## src/hdl/xbar_settings.svh

```systemverilog
`ifndef XBAR_SETTINGS_SVH
`define XBAR_SETTINGS_SVH

// read channel payload widths
`define XBAR_ADDR_W     32
`define XBAR_DATA_W     32
`define XBAR_LEN_W      4
`define XBAR_SIZE_W     3
`define XBAR_BURST_W    2
`define XBAR_RESP_W     2

// id = {master code, slave code}
`define XBAR_ID_W       6
`define XBAR_CODE_W     3

// masters per side, slaves per side
`define XBAR_NUM_PORTS  3

`endif
```

## src/hdl/xbar_pkg.sv

```systemverilog
`include "xbar_settings.svh"

package xbar_pkg;

    // one id word, seen whole for muxing
    // or split for routing decisions
    typedef union packed {
        logic [`XBAR_ID_W-1:0] raw;
        struct packed {
            // upper bits, who issued the request
            logic [`XBAR_CODE_W-1:0] master_code;
            // lower bits, who is being addressed
            logic [`XBAR_CODE_W-1:0] slave_code;
        } fields;
    } axi_id_u;

    // thermometer code to one-hot port select
    // 001 -> port 0, 011 -> port 1, 111 -> port 2
    // anything else selects no port
    function automatic logic [`XBAR_NUM_PORTS-1:0] code_to_sel(
        input logic [`XBAR_CODE_W-1:0] code
    );
        logic [`XBAR_NUM_PORTS-1:0] sel;
        logic [`XBAR_CODE_W-1:0]    therm;
        sel   = '0;
        therm = '0;
        for (int i = 0; i < `XBAR_NUM_PORTS; i++) begin
            // grow the thermometer by one bit per port
            therm = {therm[`XBAR_CODE_W-2:0], 1'b1};
            if (code == therm) begin
                sel[i] = 1'b1;
            end
        end
        return sel;
    endfunction

endpackage

```

## src/hdl/axi_read_ifs.sv

```systemverilog
`timescale 1ns/1ps
`include "xbar_settings.svh"

// **************************************************
// read address channel, master side to slave side
// **************************************************
interface axi_ar_if import xbar_pkg::*; ();

    logic [`XBAR_ADDR_W-1:0]  addr;
    logic [`XBAR_LEN_W-1:0]   len;
    logic [`XBAR_SIZE_W-1:0]  size;
    logic [`XBAR_BURST_W-1:0] burst;
    axi_id_u                  id;
    logic                     valid;
    logic                     ready;

    // driven by the master arbiter
    modport src (
        output addr, len, size, burst, id, valid,
        input  ready
    );

    // consumed by the slave decoder
    modport dst (
        input  addr, len, size, burst, id, valid,
        output ready
    );

endinterface

// **************************************************
// read data channel, slave side to master side
// **************************************************
interface axi_r_if import xbar_pkg::*; ();

    logic [`XBAR_DATA_W-1:0]  data;
    logic [`XBAR_RESP_W-1:0]  resp;
    logic                     last;
    axi_id_u                  id;
    logic                     valid;
    logic                     ready;

    // driven by the slave arbiter
    modport src (
        output data, resp, last, id, valid,
        input  ready
    );

    // consumed by the master decoder
    modport dst (
        input  data, resp, last, id, valid,
        output ready
    );

endinterface

```

## src/hdl/axi_read_xbar.sv

```systemverilog
`timescale 1ns/1ps
`include "xbar_settings.svh"

module axi_read_xbar import xbar_pkg::*; (
    input  logic                     aclk,
    input  logic                     reset,
    // master side, read address
    input  logic [`XBAR_ADDR_W-1:0]  m_araddr  [`XBAR_NUM_PORTS],
    input  logic [`XBAR_LEN_W-1:0]   m_arlen   [`XBAR_NUM_PORTS],
    input  logic [`XBAR_SIZE_W-1:0]  m_arsize  [`XBAR_NUM_PORTS],
    input  logic [`XBAR_BURST_W-1:0] m_arburst [`XBAR_NUM_PORTS],
    input  axi_id_u                  m_arid    [`XBAR_NUM_PORTS],
    input  logic                     m_arvalid [`XBAR_NUM_PORTS],
    output logic                     m_arready [`XBAR_NUM_PORTS],
    // master side, read data
    output logic [`XBAR_DATA_W-1:0]  m_rdata   [`XBAR_NUM_PORTS],
    output logic [`XBAR_RESP_W-1:0]  m_rresp   [`XBAR_NUM_PORTS],
    output logic                     m_rlast   [`XBAR_NUM_PORTS],
    output axi_id_u                  m_rid     [`XBAR_NUM_PORTS],
    output logic                     m_rvalid  [`XBAR_NUM_PORTS],
    input  logic                     m_rready  [`XBAR_NUM_PORTS],
    // slave side, read address
    output logic [`XBAR_ADDR_W-1:0]  s_araddr  [`XBAR_NUM_PORTS],
    output logic [`XBAR_LEN_W-1:0]   s_arlen   [`XBAR_NUM_PORTS],
    output logic [`XBAR_SIZE_W-1:0]  s_arsize  [`XBAR_NUM_PORTS],
    output logic [`XBAR_BURST_W-1:0] s_arburst [`XBAR_NUM_PORTS],
    output axi_id_u                  s_arid    [`XBAR_NUM_PORTS],
    output logic                     s_arvalid [`XBAR_NUM_PORTS],
    input  logic                     s_arready [`XBAR_NUM_PORTS],
    // slave side, read data
    input  logic [`XBAR_DATA_W-1:0]  s_rdata   [`XBAR_NUM_PORTS],
    input  logic [`XBAR_RESP_W-1:0]  s_rresp   [`XBAR_NUM_PORTS],
    input  logic                     s_rlast   [`XBAR_NUM_PORTS],
    input  axi_id_u                  s_rid     [`XBAR_NUM_PORTS],
    input  logic                     s_rvalid  [`XBAR_NUM_PORTS],
    output logic                     s_rready  [`XBAR_NUM_PORTS]
);

    // single shared channel per direction
    axi_ar_if ar_ch ();
    axi_r_if  r_ch ();

    // **************************************************
    // read address path
    // **************************************************
    ar_master_select u_ar_master_select (
        .aclk      (aclk),
        .reset     (reset),
        .m_araddr  (m_araddr),
        .m_arlen   (m_arlen),
        .m_arsize  (m_arsize),
        .m_arburst (m_arburst),
        .m_arid    (m_arid),
        .m_arvalid (m_arvalid),
        .m_arready (m_arready),
        .ar        (ar_ch.src)
    );

    ar_slave_steer u_ar_slave_steer (
        .aclk      (aclk),
        .reset     (reset),
        .ar        (ar_ch.dst),
        .s_araddr  (s_araddr),
        .s_arlen   (s_arlen),
        .s_arsize  (s_arsize),
        .s_arburst (s_arburst),
        .s_arid    (s_arid),
        .s_arvalid (s_arvalid),
        .s_arready (s_arready)
    );

    // **************************************************
    // read data path
    // **************************************************
    r_slave_select u_r_slave_select (
        .aclk     (aclk),
        .reset    (reset),
        .s_rdata  (s_rdata),
        .s_rresp  (s_rresp),
        .s_rlast  (s_rlast),
        .s_rid    (s_rid),
        .s_rvalid (s_rvalid),
        .s_rready (s_rready),
        .r        (r_ch.src)
    );

    r_master_steer u_r_master_steer (
        .aclk     (aclk),
        .reset    (reset),
        .r        (r_ch.dst),
        .m_rdata  (m_rdata),
        .m_rresp  (m_rresp),
        .m_rlast  (m_rlast),
        .m_rid    (m_rid),
        .m_rvalid (m_rvalid),
        .m_rready (m_rready)
    );

endmodule

```

## src/hdl/r_master_steer.sv

```systemverilog
`timescale 1ns/1ps
`include "xbar_settings.svh"

module r_master_steer import xbar_pkg::*; (
    input  logic                    aclk,
    input  logic                    reset,
    axi_r_if.dst                    r,
    output logic [`XBAR_DATA_W-1:0] m_rdata  [`XBAR_NUM_PORTS],
    output logic [`XBAR_RESP_W-1:0] m_rresp  [`XBAR_NUM_PORTS],
    output logic                    m_rlast  [`XBAR_NUM_PORTS],
    output axi_id_u                 m_rid    [`XBAR_NUM_PORTS],
    output logic                    m_rvalid [`XBAR_NUM_PORTS],
    input  logic                    m_rready [`XBAR_NUM_PORTS]
);

    logic [`XBAR_NUM_PORTS-1:0] sel;
    logic [`XBAR_NUM_PORTS-1:0] rvalid_vec;

    // requesting master is named in the upper rid bits
    assign sel = code_to_sel(r.id.fields.master_code) & {`XBAR_NUM_PORTS{r.valid}};

    // **************************************************
    // beat fan-out to masters
    // **************************************************
    always_comb begin
        for (int i = 0; i < `XBAR_NUM_PORTS; i++) begin
            m_rdata[i]   = sel[i] ? r.data   : '0;
            m_rresp[i]   = sel[i] ? r.resp   : '0;
            m_rlast[i]   = sel[i] & r.last;
            m_rid[i].raw = sel[i] ? r.id.raw : '0;
            m_rvalid[i]  = sel[i] & r.valid;
        end
    end

    // back-pressure from the addressed master only
    always_comb begin
        r.ready = 1'b0;
        for (int i = 0; i < `XBAR_NUM_PORTS; i++) begin
            r.ready = r.ready | (sel[i] & m_rready[i]);
        end
    end

    // packed view of the outgoing valids
    always_comb begin
        for (int i = 0; i < `XBAR_NUM_PORTS; i++) begin
            rvalid_vec[i] = m_rvalid[i];
        end
    end

    a_one_rvalid: assert property (
        @(posedge aclk) disable iff (reset) $onehot0(rvalid_vec)
    ) else $error("r_master_steer: beat driven to more than one master");

endmodule

```

## src/hdl/r_slave_select.sv

```systemverilog
`timescale 1ns/1ps
`include "xbar_settings.svh"

module r_slave_select import xbar_pkg::*; (
    input  logic                    aclk,
    input  logic                    reset,
    input  logic [`XBAR_DATA_W-1:0] s_rdata  [`XBAR_NUM_PORTS],
    input  logic [`XBAR_RESP_W-1:0] s_rresp  [`XBAR_NUM_PORTS],
    input  logic                    s_rlast  [`XBAR_NUM_PORTS],
    input  axi_id_u                 s_rid    [`XBAR_NUM_PORTS],
    input  logic                    s_rvalid [`XBAR_NUM_PORTS],
    output logic                    s_rready [`XBAR_NUM_PORTS],
    axi_r_if.src                    r
);

    logic [`XBAR_CODE_W-1:0]    code_or;
    logic [`XBAR_NUM_PORTS-1:0] win_sel;
    logic [`XBAR_NUM_PORTS-1:0] grant;
    logic [`XBAR_NUM_PORTS-1:0] rready_vec;

    // **************************************************
    // priority pick among responding slaves
    // **************************************************
    always_comb begin
        code_or = '0;
        for (int i = 0; i < `XBAR_NUM_PORTS; i++) begin
            // idle slaves drop out regardless of their rid
            if (s_rvalid[i]) begin
                code_or = code_or | s_rid[i].fields.slave_code;
            end
        end
    end

    assign win_sel = code_to_sel(code_or);

    always_comb begin
        for (int i = 0; i < `XBAR_NUM_PORTS; i++) begin
            grant[i] = win_sel[i] & s_rvalid[i];
        end
    end

    // winner's beat onto the internal channel
    always_comb begin
        r.data   = '0;
        r.resp   = '0;
        r.last   = 1'b0;
        r.id.raw = '0;
        r.valid  = 1'b0;
        for (int i = 0; i < `XBAR_NUM_PORTS; i++) begin
            r.data   = r.data   | ({`XBAR_DATA_W{grant[i]}} & s_rdata[i]);
            r.resp   = r.resp   | ({`XBAR_RESP_W{grant[i]}} & s_rresp[i]);
            r.last   = r.last   | (grant[i] & s_rlast[i]);
            r.id.raw = r.id.raw | ({`XBAR_ID_W{grant[i]}}   & s_rid[i].raw);
            r.valid  = r.valid  | (grant[i] & s_rvalid[i]);
        end
    end

    // master's rready goes back to the winning slave alone
    always_comb begin
        for (int i = 0; i < `XBAR_NUM_PORTS; i++) begin
            rready_vec[i] = grant[i] & r.ready;
            s_rready[i]   = rready_vec[i];
        end
    end

    a_one_rready: assert property (
        @(posedge aclk) disable iff (reset) $onehot0(rready_vec)
    ) else $error("r_slave_select: rready seen by more than one slave");

endmodule

```

## src/hdl/ar_slave_steer.sv

```systemverilog
`timescale 1ns/1ps
`include "xbar_settings.svh"

module ar_slave_steer import xbar_pkg::*; (
    input  logic                     aclk,
    input  logic                     reset,
    axi_ar_if.dst                    ar,
    output logic [`XBAR_ADDR_W-1:0]  s_araddr  [`XBAR_NUM_PORTS],
    output logic [`XBAR_LEN_W-1:0]   s_arlen   [`XBAR_NUM_PORTS],
    output logic [`XBAR_SIZE_W-1:0]  s_arsize  [`XBAR_NUM_PORTS],
    output logic [`XBAR_BURST_W-1:0] s_arburst [`XBAR_NUM_PORTS],
    output axi_id_u                  s_arid    [`XBAR_NUM_PORTS],
    output logic                     s_arvalid [`XBAR_NUM_PORTS],
    input  logic                     s_arready [`XBAR_NUM_PORTS]
);

    logic [`XBAR_NUM_PORTS-1:0] sel;
    logic [`XBAR_NUM_PORTS-1:0] arvalid_vec;

    // target slave from the low id bits while a request is up
    assign sel = code_to_sel(ar.id.fields.slave_code) & {`XBAR_NUM_PORTS{ar.valid}};

    // **************************************************
    // request fan-out
    // **************************************************
    // unselected slaves see an all-zero request
    always_comb begin
        for (int i = 0; i < `XBAR_NUM_PORTS; i++) begin
            s_araddr[i]   = sel[i] ? ar.addr   : '0;
            s_arlen[i]    = sel[i] ? ar.len    : '0;
            // size passes straight through
            s_arsize[i]   = sel[i] ? ar.size   : '0;
            s_arburst[i]  = sel[i] ? ar.burst  : '0;
            s_arid[i].raw = sel[i] ? ar.id.raw : '0;
            s_arvalid[i]  = sel[i] & ar.valid;
        end
    end

    // ready from the addressed slave only
    // a bad slave code leaves it low
    always_comb begin
        ar.ready = 1'b0;
        for (int i = 0; i < `XBAR_NUM_PORTS; i++) begin
            ar.ready = ar.ready | (sel[i] & s_arready[i]);
        end
    end

    // packed copy of the outgoing valids
    always_comb begin
        for (int i = 0; i < `XBAR_NUM_PORTS; i++) begin
            arvalid_vec[i] = s_arvalid[i];
        end
    end

    a_one_arvalid: assert property (
        @(posedge aclk) disable iff (reset) $onehot0(arvalid_vec)
    ) else $error("ar_slave_steer: request driven to more than one slave");

endmodule

```

## src/hdl/ar_master_select.sv

```systemverilog
`timescale 1ns/1ps
`include "xbar_settings.svh"

module ar_master_select import xbar_pkg::*; (
    input  logic                     aclk,
    input  logic                     reset,
    input  logic [`XBAR_ADDR_W-1:0]  m_araddr  [`XBAR_NUM_PORTS],
    input  logic [`XBAR_LEN_W-1:0]   m_arlen   [`XBAR_NUM_PORTS],
    input  logic [`XBAR_SIZE_W-1:0]  m_arsize  [`XBAR_NUM_PORTS],
    input  logic [`XBAR_BURST_W-1:0] m_arburst [`XBAR_NUM_PORTS],
    input  axi_id_u                  m_arid    [`XBAR_NUM_PORTS],
    input  logic                     m_arvalid [`XBAR_NUM_PORTS],
    output logic                     m_arready [`XBAR_NUM_PORTS],
    axi_ar_if.src                    ar
);

    logic [`XBAR_CODE_W-1:0]    code_or;
    logic [`XBAR_NUM_PORTS-1:0] win_sel;
    logic [`XBAR_NUM_PORTS-1:0] grant;
    logic [`XBAR_NUM_PORTS-1:0] arready_vec;

    // **************************************************
    // priority pick
    // **************************************************
    // or of valid masters' codes, the longest thermometer wins
    always_comb begin
        code_or = '0;
        for (int i = 0; i < `XBAR_NUM_PORTS; i++) begin
            if (m_arvalid[i]) begin
                code_or = code_or | m_arid[i].fields.master_code;
            end
        end
    end

    assign win_sel = code_to_sel(code_or);

    // winner must also be asserting valid
    always_comb begin
        for (int i = 0; i < `XBAR_NUM_PORTS; i++) begin
            grant[i] = win_sel[i] & m_arvalid[i];
        end
    end

    // **************************************************
    // and-or mux onto the internal channel
    // **************************************************
    always_comb begin
        ar.addr   = '0;
        ar.len    = '0;
        ar.size   = '0;
        ar.burst  = '0;
        ar.id.raw = '0;
        ar.valid  = 1'b0;
        for (int i = 0; i < `XBAR_NUM_PORTS; i++) begin
            ar.addr   = ar.addr   | ({`XBAR_ADDR_W{grant[i]}}  & m_araddr[i]);
            ar.len    = ar.len    | ({`XBAR_LEN_W{grant[i]}}   & m_arlen[i]);
            ar.size   = ar.size   | ({`XBAR_SIZE_W{grant[i]}}  & m_arsize[i]);
            ar.burst  = ar.burst  | ({`XBAR_BURST_W{grant[i]}} & m_arburst[i]);
            ar.id.raw = ar.id.raw | ({`XBAR_ID_W{grant[i]}}    & m_arid[i].raw);
            ar.valid  = ar.valid  | (grant[i] & m_arvalid[i]);
        end
    end

    // ready back to the winner only
    always_comb begin
        for (int i = 0; i < `XBAR_NUM_PORTS; i++) begin
            arready_vec[i] = grant[i] & ar.ready;
            m_arready[i]   = arready_vec[i];
        end
    end

    // the slave's ready never fans out to two masters
    a_one_arready: assert property (
        @(posedge aclk) disable iff (reset) $onehot0(arready_vec)
    ) else $error("ar_master_select: arready seen by more than one master");

endmodule

```

## config.mk

```make
export PLATFORM = sky130hd
export DESIGN_NAME = axi_read_xbar
export DESIGN_NICKNAME = d
export VERILOG_FILES = /design/src/hdl/xbar_pkg.sv /design/src/hdl/axi_read_ifs.sv /design/src/hdl/axi_read_xbar.sv /design/src/hdl/r_master_steer.sv /design/src/hdl/r_slave_select.sv /design/src/hdl/ar_slave_steer.sv /design/src/hdl/ar_master_select.sv
export VERILOG_INCLUDE_DIRS = /design/src /design/src/hdl
export SDC_FILE = /design/constraint.sdc
export NUM_CORES = 1
export LEC_CHECK = 0
export ABC_AREA = 1
export ABC_CLOCK_PERIOD_IN_PS = 2350
export BUFFER_PORTS_ARGS = -buffer_cell sky130_fd_sc_hd__buf_2
export CAP_MARGIN = 20
export CORE_AREA = 5 5 211 213
export DETAILED_ROUTE_END_ITERATION = 12
export DIE_AREA = 0 0 216 218
export GPL_TIMING_DRIVEN = 0
export PLACE_DENSITY = 0.37
export SYNTH_ARGS = -nofsm -noshare
export SYNTH_HDL_FRONTEND = slang
export SYNTH_SLANG_ARGS = --single-unit
```

## constraint.sdc

```tcl
create_clock -name vclk -period 2.35
set_clock_uncertainty 0.2 [all_clocks]
set_input_delay 0.47 -clock vclk [all_inputs]
set_output_delay 0.47 -clock vclk [all_outputs]
set_load 0.02 [all_outputs]
```

==> reports/qor.csv, run 1 <==
metric;value;unit
place.port_buffers;546;
critical_path.top_delay_family;buffers and inverters;
power;2.02;mW
ys_warn_count;0;
layout-area-overhead-vs-synth;376;%
timing.critical_path.arrival;2120;ps
drt-vias-per-instance;3.90;
ios;554;
synth_cell_types;22;
stdcell_count;1903;
routed_wl;39.1;mm
post-place-cells;1748;
synth_top_cell_area_share;38.4;%
detailed_route_wire_length_per_cell;20.5;um
grt.total_usage;15.5;%
master_of_the_slowest_instance_on_the_critical_path;nor2_4;
n_clock_buffer;0;
slew_violations;0;
post_synth_inst_count;651;
grt_start_max_net_pins;11;
seqCellArea;0;um^2
mappedNetlistArea;0.00314;mm^2
crit_cells;13;
outcome;complete, but fails checks;
grt-ovfl-total;0;
grt_setup_unrepaired;yes;
timing_hold_violations_final;0;
dr_total_vias;7430;
cts_hold_buf;0;
final-setup-viol-count;269;
launching_instance_or_port_of_the_critical_path;m_arvalid[1];
buffering_stage_count_on_the_worst_path_with_inverters_included;6;
global_route_wire_length_before_repair;55.8;mm
layout.cells.most_common;buf_6;
layout_min_cycle_time;2790;ps
placement_rows;76;
power.density;135;mW/mm^2
critical_path.max_stage_delay;230;ps
worst_setup_path_start_kind;input pin;
final_min_period_over_clock_period;119;%
failed_checks;negative setup slack;
detailedRoute.firstPassIterationCount;4;
synth.top_cells.by_area;nor2_1 (38%), a221oi_1 (17%), inv_1 (9.9%);
grt_use_met3;4.05;%
groute.layer.met1.usage;15.4;%
die_area;0.0471;mm^2
cp-endpoint;s_araddr[70];
detailedPlacementHpwl;30.3;mm
nets;1633;
ir_drop;74.7;uV
gp_routability_congestion;0.854;
syn_area_per_cell;4.83;um^2
cp_cell_sequence;buf_12 > nand2_4 > nand3_4 > nor2_4 > buf_6 > nand3_4 > nand3_4 > buf_12 > nand3_4 > buf_12 > buf_12 > nor2_4 > buf_6;
die_x;216;um
leakage;6.04;nW
antenna_violations_before_repair;7;
worstPathRequired;1680;ps
worst-setup-path-type;input pin to output pin;
synth_largest_area_cell;nor2_1;
drt_iter0_drc;180;
grt.busiest_layer;met2;
path_max_fanout;7;
hp-class;input pin to output pin;
drt_drc_violations_left;0;
cp-end-kind;output pin;
initial_core_util;7.39;%
post_route_cells_drive_above_1_share;89.9;%
n_sequential_cell;0;
setup_slack;-445;ps
ys_seq_area_share;0;%
drt.antenna.violating_nets;0;
most_frequent_cells_in_the_layout;buf_6 (318), nor2_4 (271), buf_2 (258), buf_4 (73), inv_1 (72);
drv_cap;0;
fmax;358;MHz
grtUsageMet2;31.9;%
die_y;218;um
via_count_of_the_first_global_routing_pass;8440;
area_inside_the_core_boundary;0.0425;mm^2
-- layout make-up --
class	instances	area, um^2
Antenna cell	4	10.0
Buffer	49	905
Inverter	87	368
Timing Repair Buffer	700	6660
Fill cell	4365	27600
Multi-Input combinational cell	516	6320
Tap cell	546	683
Timing Repair inverter	1	11.3
-- worst min-delay path by stage --
stage | from | end | depth (start not counted)
after floorplan | m_araddr[95] | s_araddr[95] | 2
after global placement | s_rdata[37] | m_rdata[37] | 4
after detailed placement | s_rdata[37] | m_rdata[37] | 4
after CTS | s_rdata[42] | m_rdata[10] | 4
after global routing | m_arsize[8] | s_arsize[2] | 4
final | m_arsize[8] | s_arsize[2] | 4
-- repair_timing --
item                       in CTS  in global routing
resized for setup             869                 60
cloned                         24                  3
setup buffers                 118                 18
pin swaps                     160                 60
setup endpoints to repair     270                270
-- cells in the mapped netlist (all sizes together) --
master and count:
nand2 46, a22oi 2, nor3 2, nand3 28
a221oi 61, buf 31, a22o 15, nor2 331
a21oi 17, a32o 2, conb 1, nand4 6
clkbuf 22, inv 87
-- stage by stage --
stage          area [um^2]  TNS (ps)  setup slack (ps)  hold WS [ps]  util (%)
6_report             14900    -98180              -445          1130      35.2
5_1_grt              14900   -123280              -547          1150      35.2
4_1_cts              14600   -104730              -503          1130      34.4
3_5_place_dp          9750   -209750             -1060          1150      22.9
3_3_place_gp          9750   -214700             -1070          1150      22.9
2_1_floorplan         6330    -27800              -182           925         -
-- routing by layer --
| metal | vias to the layer above | wire length [um] | part of all wire [%] |
|---|---|---|---|
| li1 | 3540 | - | - |
| met1 | 3465 | 13000 | 33 |
| met2 | 375 | 22000 | 56 |
| met3 | 44 | 2970 | 7.6 |
| met4 | 6 | 1030 | 2.6 |
| met5 | - | 44 | 0.11 |
-- report_power, final --
part	internal, mW	switching [mW]
Clock	0.000000228	0
Combinational	0.947	1.07
Sequential	0	0
-- cells by family after synthesis --
kind of cell    Yosys count  synth area share (%)
buf+inv                 140                  21.0
compound gates           97                  25.0
other cells               1                 0.119
simple gates            413                  53.9
(Power assumes the default switching activity.)
==> inputs of run 2 (changes only) <==
--- a/config.mk
+++ b/config.mk
@@ -6,15 +6,15 @@
 export SDC_FILE = /design/constraint.sdc
 export NUM_CORES = 1
 export LEC_CHECK = 0
-export ABC_AREA = 1
+export ABC_AREA = 0
 export ABC_CLOCK_PERIOD_IN_PS = 2350
 export BUFFER_PORTS_ARGS = -buffer_cell sky130_fd_sc_hd__buf_2
 export CAP_MARGIN = 20
-export CORE_AREA = 5 5 211 213
+export CORE_AREA = 5 5 212 214
 export DETAILED_ROUTE_END_ITERATION = 12
-export DIE_AREA = 0 0 216 218
+export DIE_AREA = 0 0 217 219
 export GPL_TIMING_DRIVEN = 0
-export PLACE_DENSITY = 0.37
+export PLACE_DENSITY = 0.36
 export SYNTH_ARGS = -nofsm -noshare
 export SYNTH_HDL_FRONTEND = slang
 export SYNTH_SLANG_ARGS = --single-unit
==> run 2 against run 1 <==
Compared with the run above: the run still ends with negative setup slack left; design area fell by 9.4%; via count rose by 2.9%; critical path type unchanged; core utilization fell by 3.4 points; first-iteration DRC count rose by 140%; sequential share of layout area did not move; wire length rose by 9.5%; worst hold slack got worse by 32 ps; synthesized cell count fell by 16%; non-clock buffer count rose by 10; cell count fell by 5.4%; clock-buffer cell count did not move.
==> reports/qor.csv, run 2 <==
metric;value;unit;change
power.combinational.fraction;100.0;%;about the same
ys_seq_area_share;0;%;unchanged
layout_min_cycle_time;3370;ps;+572 ps
outcome;complete, but fails checks;;
hold_start;s_rid[2];;
power.clock.fraction;0;%;unchanged
drt.antenna.violating_nets;0;;unchanged
placement_rows;76;;unchanged
synthMostInstantiatedCell;nor2_1;;
grt.total_usage;16.4;%;+0.85 points
grt_setup_unrepaired;yes;;
timing.critical_path.arrival;2700;ps;+580 ps
post_route_cells_drive_above_1_share;90.0;%;about the same
setup-tns-final;-230570;ps;-132390 ps
antenna_violations_before_repair;21;;+14
fmax;297;MHz;-17%
die_area;0.0475;mm^2;+0.92%
failed_checks;negative setup slack;;
setup_slack;-1020;ps;-572 ps
die_x;217;um;+0.46%
post-place-cells;1641;;-6.1%
nets;1526;;-6.6%
worst_setup_path_start_kind;input pin;;
n_sequential_cell;0;;unchanged
min_path_cells;4;;unchanged
hp-class;input pin to output pin;;
detailedPlacementHpwl;32.2;mm;+6.3%
area_inside_the_core_boundary;0.0427;mm^2;+0.45%
synth_cell_types;50;;+130%
power;1.50;mW;-26%
grt_start_max_net_pins;11;;unchanged
drt_iter0_drc;425;;+140%
die_y;219;um;+0.46%
n_clock_buffer;0;;unchanged
ir_drop;74.0;uV;-1.0%
drv_cap;0;;unchanged
leakage;5.39;nW;-11%
worstPathRequired;1680;ps;about the same
place.port_buffers;545;;-0.18%
final-setup-viol-count;270;;+0.37%
layout.cells.most_common;buf_6;;
routed_wl;42.8;mm;+9.5%
seqCellArea;0;um^2;unchanged
cp-end-kind;output pin;;
slew_violations;0;;unchanged
pre_cts_ws;-1750;ps;-693 ps
net-switching-power;0.793;mW;-26%
final_min_period_over_clock_period;143;%;+24 points
initial_core_util;7.13;%;-0.26 points
timing_hold_violations_final;0;;unchanged
p_int;0.709;mW;-25%
detailedRoute.firstPassIterationCount;6;;+2
layout-area-overhead-vs-synth;345;%;
synth_top_cell_area_share;30.8;%;-7.5 points
post_synth_inst_count;545;;-16%
synth.cells.most_frequent;nor2_1 (250), a22o_1 (42), a222oi_1 (40);;
path_max_fanout;6;;-1
most_frequent_cells_in_the_layout;buf_6 (308), buf_2 (269), nor2_4 (214), buf_4 (82), a21oi_4 (42);;
syn_area_per_cell;5.58;um^2;+16%
drt-vias-per-instance;4.25;;+8.8%
switching_share_of_power;52.8;%;-0.25 points
ios;554;;unchanged
synth.top_cells.by_area;nor2_1 (31%), a222oi_1 (13%), a22o_1 (12%);;
synth_largest_area_cell;nor2_1;;
placement.cell_area;0.00818;mm^2;-16%
final.fill_count;4373;;+0.18%
grt-ovfl-total;0;;unchanged
mappedNetlistArea;0.00304;mm^2;-3.1%
power.density;111;mW/mm^2;-18%
worst-setup-path-type;input pin to output pin;;
share_seq_of_total_power;0;%;unchanged
hold-path-endpoint;m_rid[14];;
ys_warn_count;0;;unchanged
global_route_wire_length_before_repair;58.5;mm;+4.8%
drt_drc_violations_left;0;;unchanged
gp_routability_congestion;0.856;;+0.14%
via_count_of_the_first_global_routing_pass;8469;;+0.34%
detailed_route_wire_length_per_cell;23.8;um;+16%
dr_total_vias;7649;;+2.9%
design_area;0.0135;mm^2;-9.4%
stdcell_count;1800;;-5.4%
-- run 2: cell types whose count changed in the layout (fill, tap and decap cells not counted), moves of 12 or more --
cell / previous run / this run
inv_1: 72 / 2
a221oi_4: 59 / 1
nor2_4: 271 / 214
a222oi_1: 0 / 40
a21oi_4: 15 / 42
buf_12: 49 / 25
a22o_1: 14 / 37
nor2_1: 21 / 1
nand2_4: 19 / 1
clkbuf_16: 19 / 33
nand3_4: 14 / 1
nand3_2: 12 / 0
-- run 2: cells by family after synthesis --
logic type,Yosys count,synth area share [%]
compound gates,160,46.0
other cells,1,0.123
simple gates,300,40.8
buf+inv,84,13.0
-- run 2: what timing repair did --
item | 4_1_cts | 5_1_grt
hold buffers | 0 | 0
setup endpoints to repair | 270 | 270
gates cloned | 35 | 4
buffers inserted | 115 | 18
pin swaps | 130 | 90
hold endpoints to repair | 0 | 0
resized for setup | 852 | 135
-- run 2: power groups by stage --
stage	logic (mW)	clock network (mW)	registers [mW]
detailed placement	0.979	0	0
global route	1.58	0.000000345	0
finish	1.50	0.000000463	0
floorplan	0.539	0	0
CTS	1.44	0	0
global placement	0.975	0	0
-- run 2: worst max path at each step --
stage	to	slack [ps]	cells after the start	start
after floorplan	s_araddr[90]	-700	9	m_arvalid[0]
after global placement	s_araddr[21]	-1770	9	m_arvalid[2]
after detailed placement	s_araddr[21]	-1750	9	m_arvalid[2]
after CTS	s_araddr[14]	-1080	16	m_arvalid[2]
after global routing	s_araddr[38]	-1120	10	m_arvalid[2]
final	s_arsize[7]	-1020	11	m_arvalid[2]
-- run 2: per-stage QoR --
stage	hold slack (ps)	util [%]
4_1_cts	1080	30.5
3_5_place_dp	1130	19.2
3_3_place_gp	1130	19.2
6_report	1090	31.7
5_1_grt	1110	31.7
2_1_floorplan	917	-
-- run 2: layout make-up --
type	count	area, um^2	area share, %
timing repair buffer	700	6470	47.7
antenna	8	20.0	0.148
buffer	59	1120	8.29
inverter	20	155	1.15
tap	546	683	5.04
multi-input combinational	467	5100	37.6
-- run 2: per-layer routing --
metal	up-vias	share of wire, %	track usage (%)
li1	3386	-	-
met3	93	7.3	3.57
met2	474	57	34.3
met4	14	4.3	6.28
met5	-	0.21	0
met1	3682	31	15.1
-- run 2: worst max-delay path: stages --
cell	delay [ps]
buf_12	110
a222oi_1	370
buf_4	240
nand2b_4	60
a2111o_1	300
a2111o_1	430
buf_12	170
buf_12	150
buf_16	150
nor2_4	100
buf_6	120
==> inputs of run 3 (changes only) <==
--- a/config.mk
+++ b/config.mk
@@ -15,6 +15,7 @@
 export DIE_AREA = 0 0 217 219
 export GPL_TIMING_DRIVEN = 0
 export PLACE_DENSITY = 0.36
+export SETUP_SLACK_MARGIN = 0.4
 export SYNTH_ARGS = -nofsm -noshare
 export SYNTH_HDL_FRONTEND = slang
 export SYNTH_SLANG_ARGS = --single-unit
==> run 3 against run 2 <==
Compared with the run above: the flow still finishes with violations (negative setup slack); via count is essentially flat; core utilization grew 0.69 points; clock-buffer cell count is the same; wire length grew 0.83%; first-iteration DRC count shrank 13%; critical path depth grew 5; total power grew 3.0%; sequential cell count is the same; worst hold slack gained 19 ps; non-clock buffer count grew 15; worst setup slack lost 40 ps; combinational power grew 3%; largest power group unchanged.
==> reports/qor.csv, run 3 (synthesized netlist as in run 2, its figures left out) <==
metric;value;unit;change
outcome;complete, but fails checks;;
failed_checks;negative setup slack;;
dr_total_vias;7653;;+0.052%
leakage;5.56;nW;+3.1%
grt-ovfl-total;0;;unchanged
postLayoutCoreUtil;32.4;%;+0.69 points
grt_setup_unrepaired;yes;;
critical_path.top_delay_family;buffers and inverters;;
detailedRoute.firstPassIterationCount;8;;+2
drv_cap;0;;unchanged
worstPathRequired;1680;ps;about the same
place.port_buffers;545;;unchanged
cp-end-kind;output pin;;
antenna_violations_before_repair;20;;-4.8%
post_route_cells_drive_above_1_share;89.8;%;-0.20 points
cp_cell_sequence;buf_12 > a222oi_1 > buf_4 > buf_6 > buf_6 > buf_6 > buf_6 > nor4b_4 > buf_6 > buf_12 > buf_6 > buf_12 > clkbuf_16 > a21oi_4 > nor2_2 > buf_6;;
placement.cell_area;0.00818;mm^2;unchanged
final.fill_count;4355;;-0.41%
worst_setup_path_start_kind;input pin;;
timing.critical_path.arrival;2740;ps;+40 ps
placement_rows;76;;unchanged
ir_drop;69.8;uV;-5.6%
routed_wl;43.1;mm;+0.83%
layout-area-overhead-vs-synth;355;%;
layout_min_cycle_time;3410;ps;+39.5 ps
die_y;219;um;unchanged
power.density;112;mW/mm^2;+0.78%
layout.cells.most_common;buf_6;;
n_clock_buffer;0;;unchanged
detailedPlacementHpwl;32.2;mm;unchanged
via_count_of_the_first_global_routing_pass;8515;;+0.54%
die_x;217;um;unchanged
slew_violations;0;;unchanged
setup-tns-final;-243960;ps;-13390 ps
detailed_route_wire_length_per_cell;23.8;um;+0.11%
area_inside_the_core_boundary;0.0427;mm^2;unchanged
hp-class;input pin to output pin;;
critPathMostFrequentCell;buf_6;;
global_route_wire_length_before_repair;58.5;mm;about the same
n_sequential_cell;0;;unchanged
gp_routability_congestion;0.856;;unchanged
die_area;0.0475;mm^2;unchanged
timing_hold_violations_final;0;;unchanged
final_min_period_over_clock_period;145;%;+1.7 points
worst-setup-path-type;input pin to output pin;;
grt.total_usage;16.4;%;about the same
initial_core_util;7.13;%;unchanged
buffering_stage_count_on_the_worst_path_with_inverters_included;12;;+6
pre_cts_ws;-1750;ps;unchanged
path_max_fanout;6;;unchanged
ios;554;;unchanged
drt-vias-per-instance;4.22;;-0.67%
grt_start_max_net_pins;11;;unchanged
nets;1541;;+0.98%
drt_drc_violations_left;0;;unchanged
seqCellArea;0;um^2;unchanged
final-setup-viol-count;270;;unchanged
most_frequent_cells_in_the_layout;buf_6 (318), buf_2 (268), nor2_4 (218), buf_4 (80), a21oi_4 (43);;
drt.antenna.violating_nets;0;;unchanged
design_area;0.0138;mm^2;+2.2%
master_of_the_slowest_instance_on_the_critical_path;a222oi_1;;
drt_iter0_drc;369;;-13%
worst_hold_slack;1110;ps;+19.4 ps
critical_path.max_stage_delay;370;ps;-60 ps
fmax;294;MHz;-1.2%
setup_slack;-1060;ps;-39.5 ps
-- run 3: changes by cell type in the layout (fill, tap and decap cells not counted), moves of 3 or more --
cell	delta
inv_2	+4
inv_4	-4
clkbuf_8	-3
clkbuf_16	+5
buf_6	+10
buf_16	+4
nor2_4	+4
nor2_2	-4
-- run 3: area by class of cell --
class                      count  area, um^2  share of cell area (%)
timing repair buffer         710        6680                    48.2
multi-input combinational    467        5090                    36.8
buffer                        64        1230                    8.90
tap                          546         683                    4.93
inverter                      20         145                    1.05
antenna                        6        15.0                   0.108
-- run 3: path summary, 6_finish.rpt --
path                          from      endpoint  slack, ps  depth (start not counted)
worst min-delay path   m_araddr[1]  s_araddr[65]       1110                          4
worst max-delay path  m_arvalid[2]  s_araddr[35]      -1060                         16
-- run 3: per-stage QoR --
step,power (mW),instances
floorplan,0.539,550
global placement,0.975,1641
detailed placement,0.979,1641
CTS,1.45,1788
global route,1.62,1813
finish,1.55,1813
-- run 3: repair_timing --
item,4_1_cts,5_1_grt
cloned,35,6
hold buffers,0,0
setup endpoints to repair,270,270
gates resized for setup,852,121
pin swaps,133,126
buffers inserted,112,13
-- run 3: metal layers --
metal	part of all wire [%]	global-route usage (%)	vias to the layer above
li1	-	-	3409
met5	0.17	0	-
met2	57	34.2	462
met4	4.9	6.66	12
met1	31	15.0	3672
met3	7.2	3.57	98
-- run 3: power breakdown --
group	switching [mW]	total, mW	internal [mW]
clock network	0	0.000000345	0.000000345
registers	0	0	0
logic	0.802	1.55	0.745
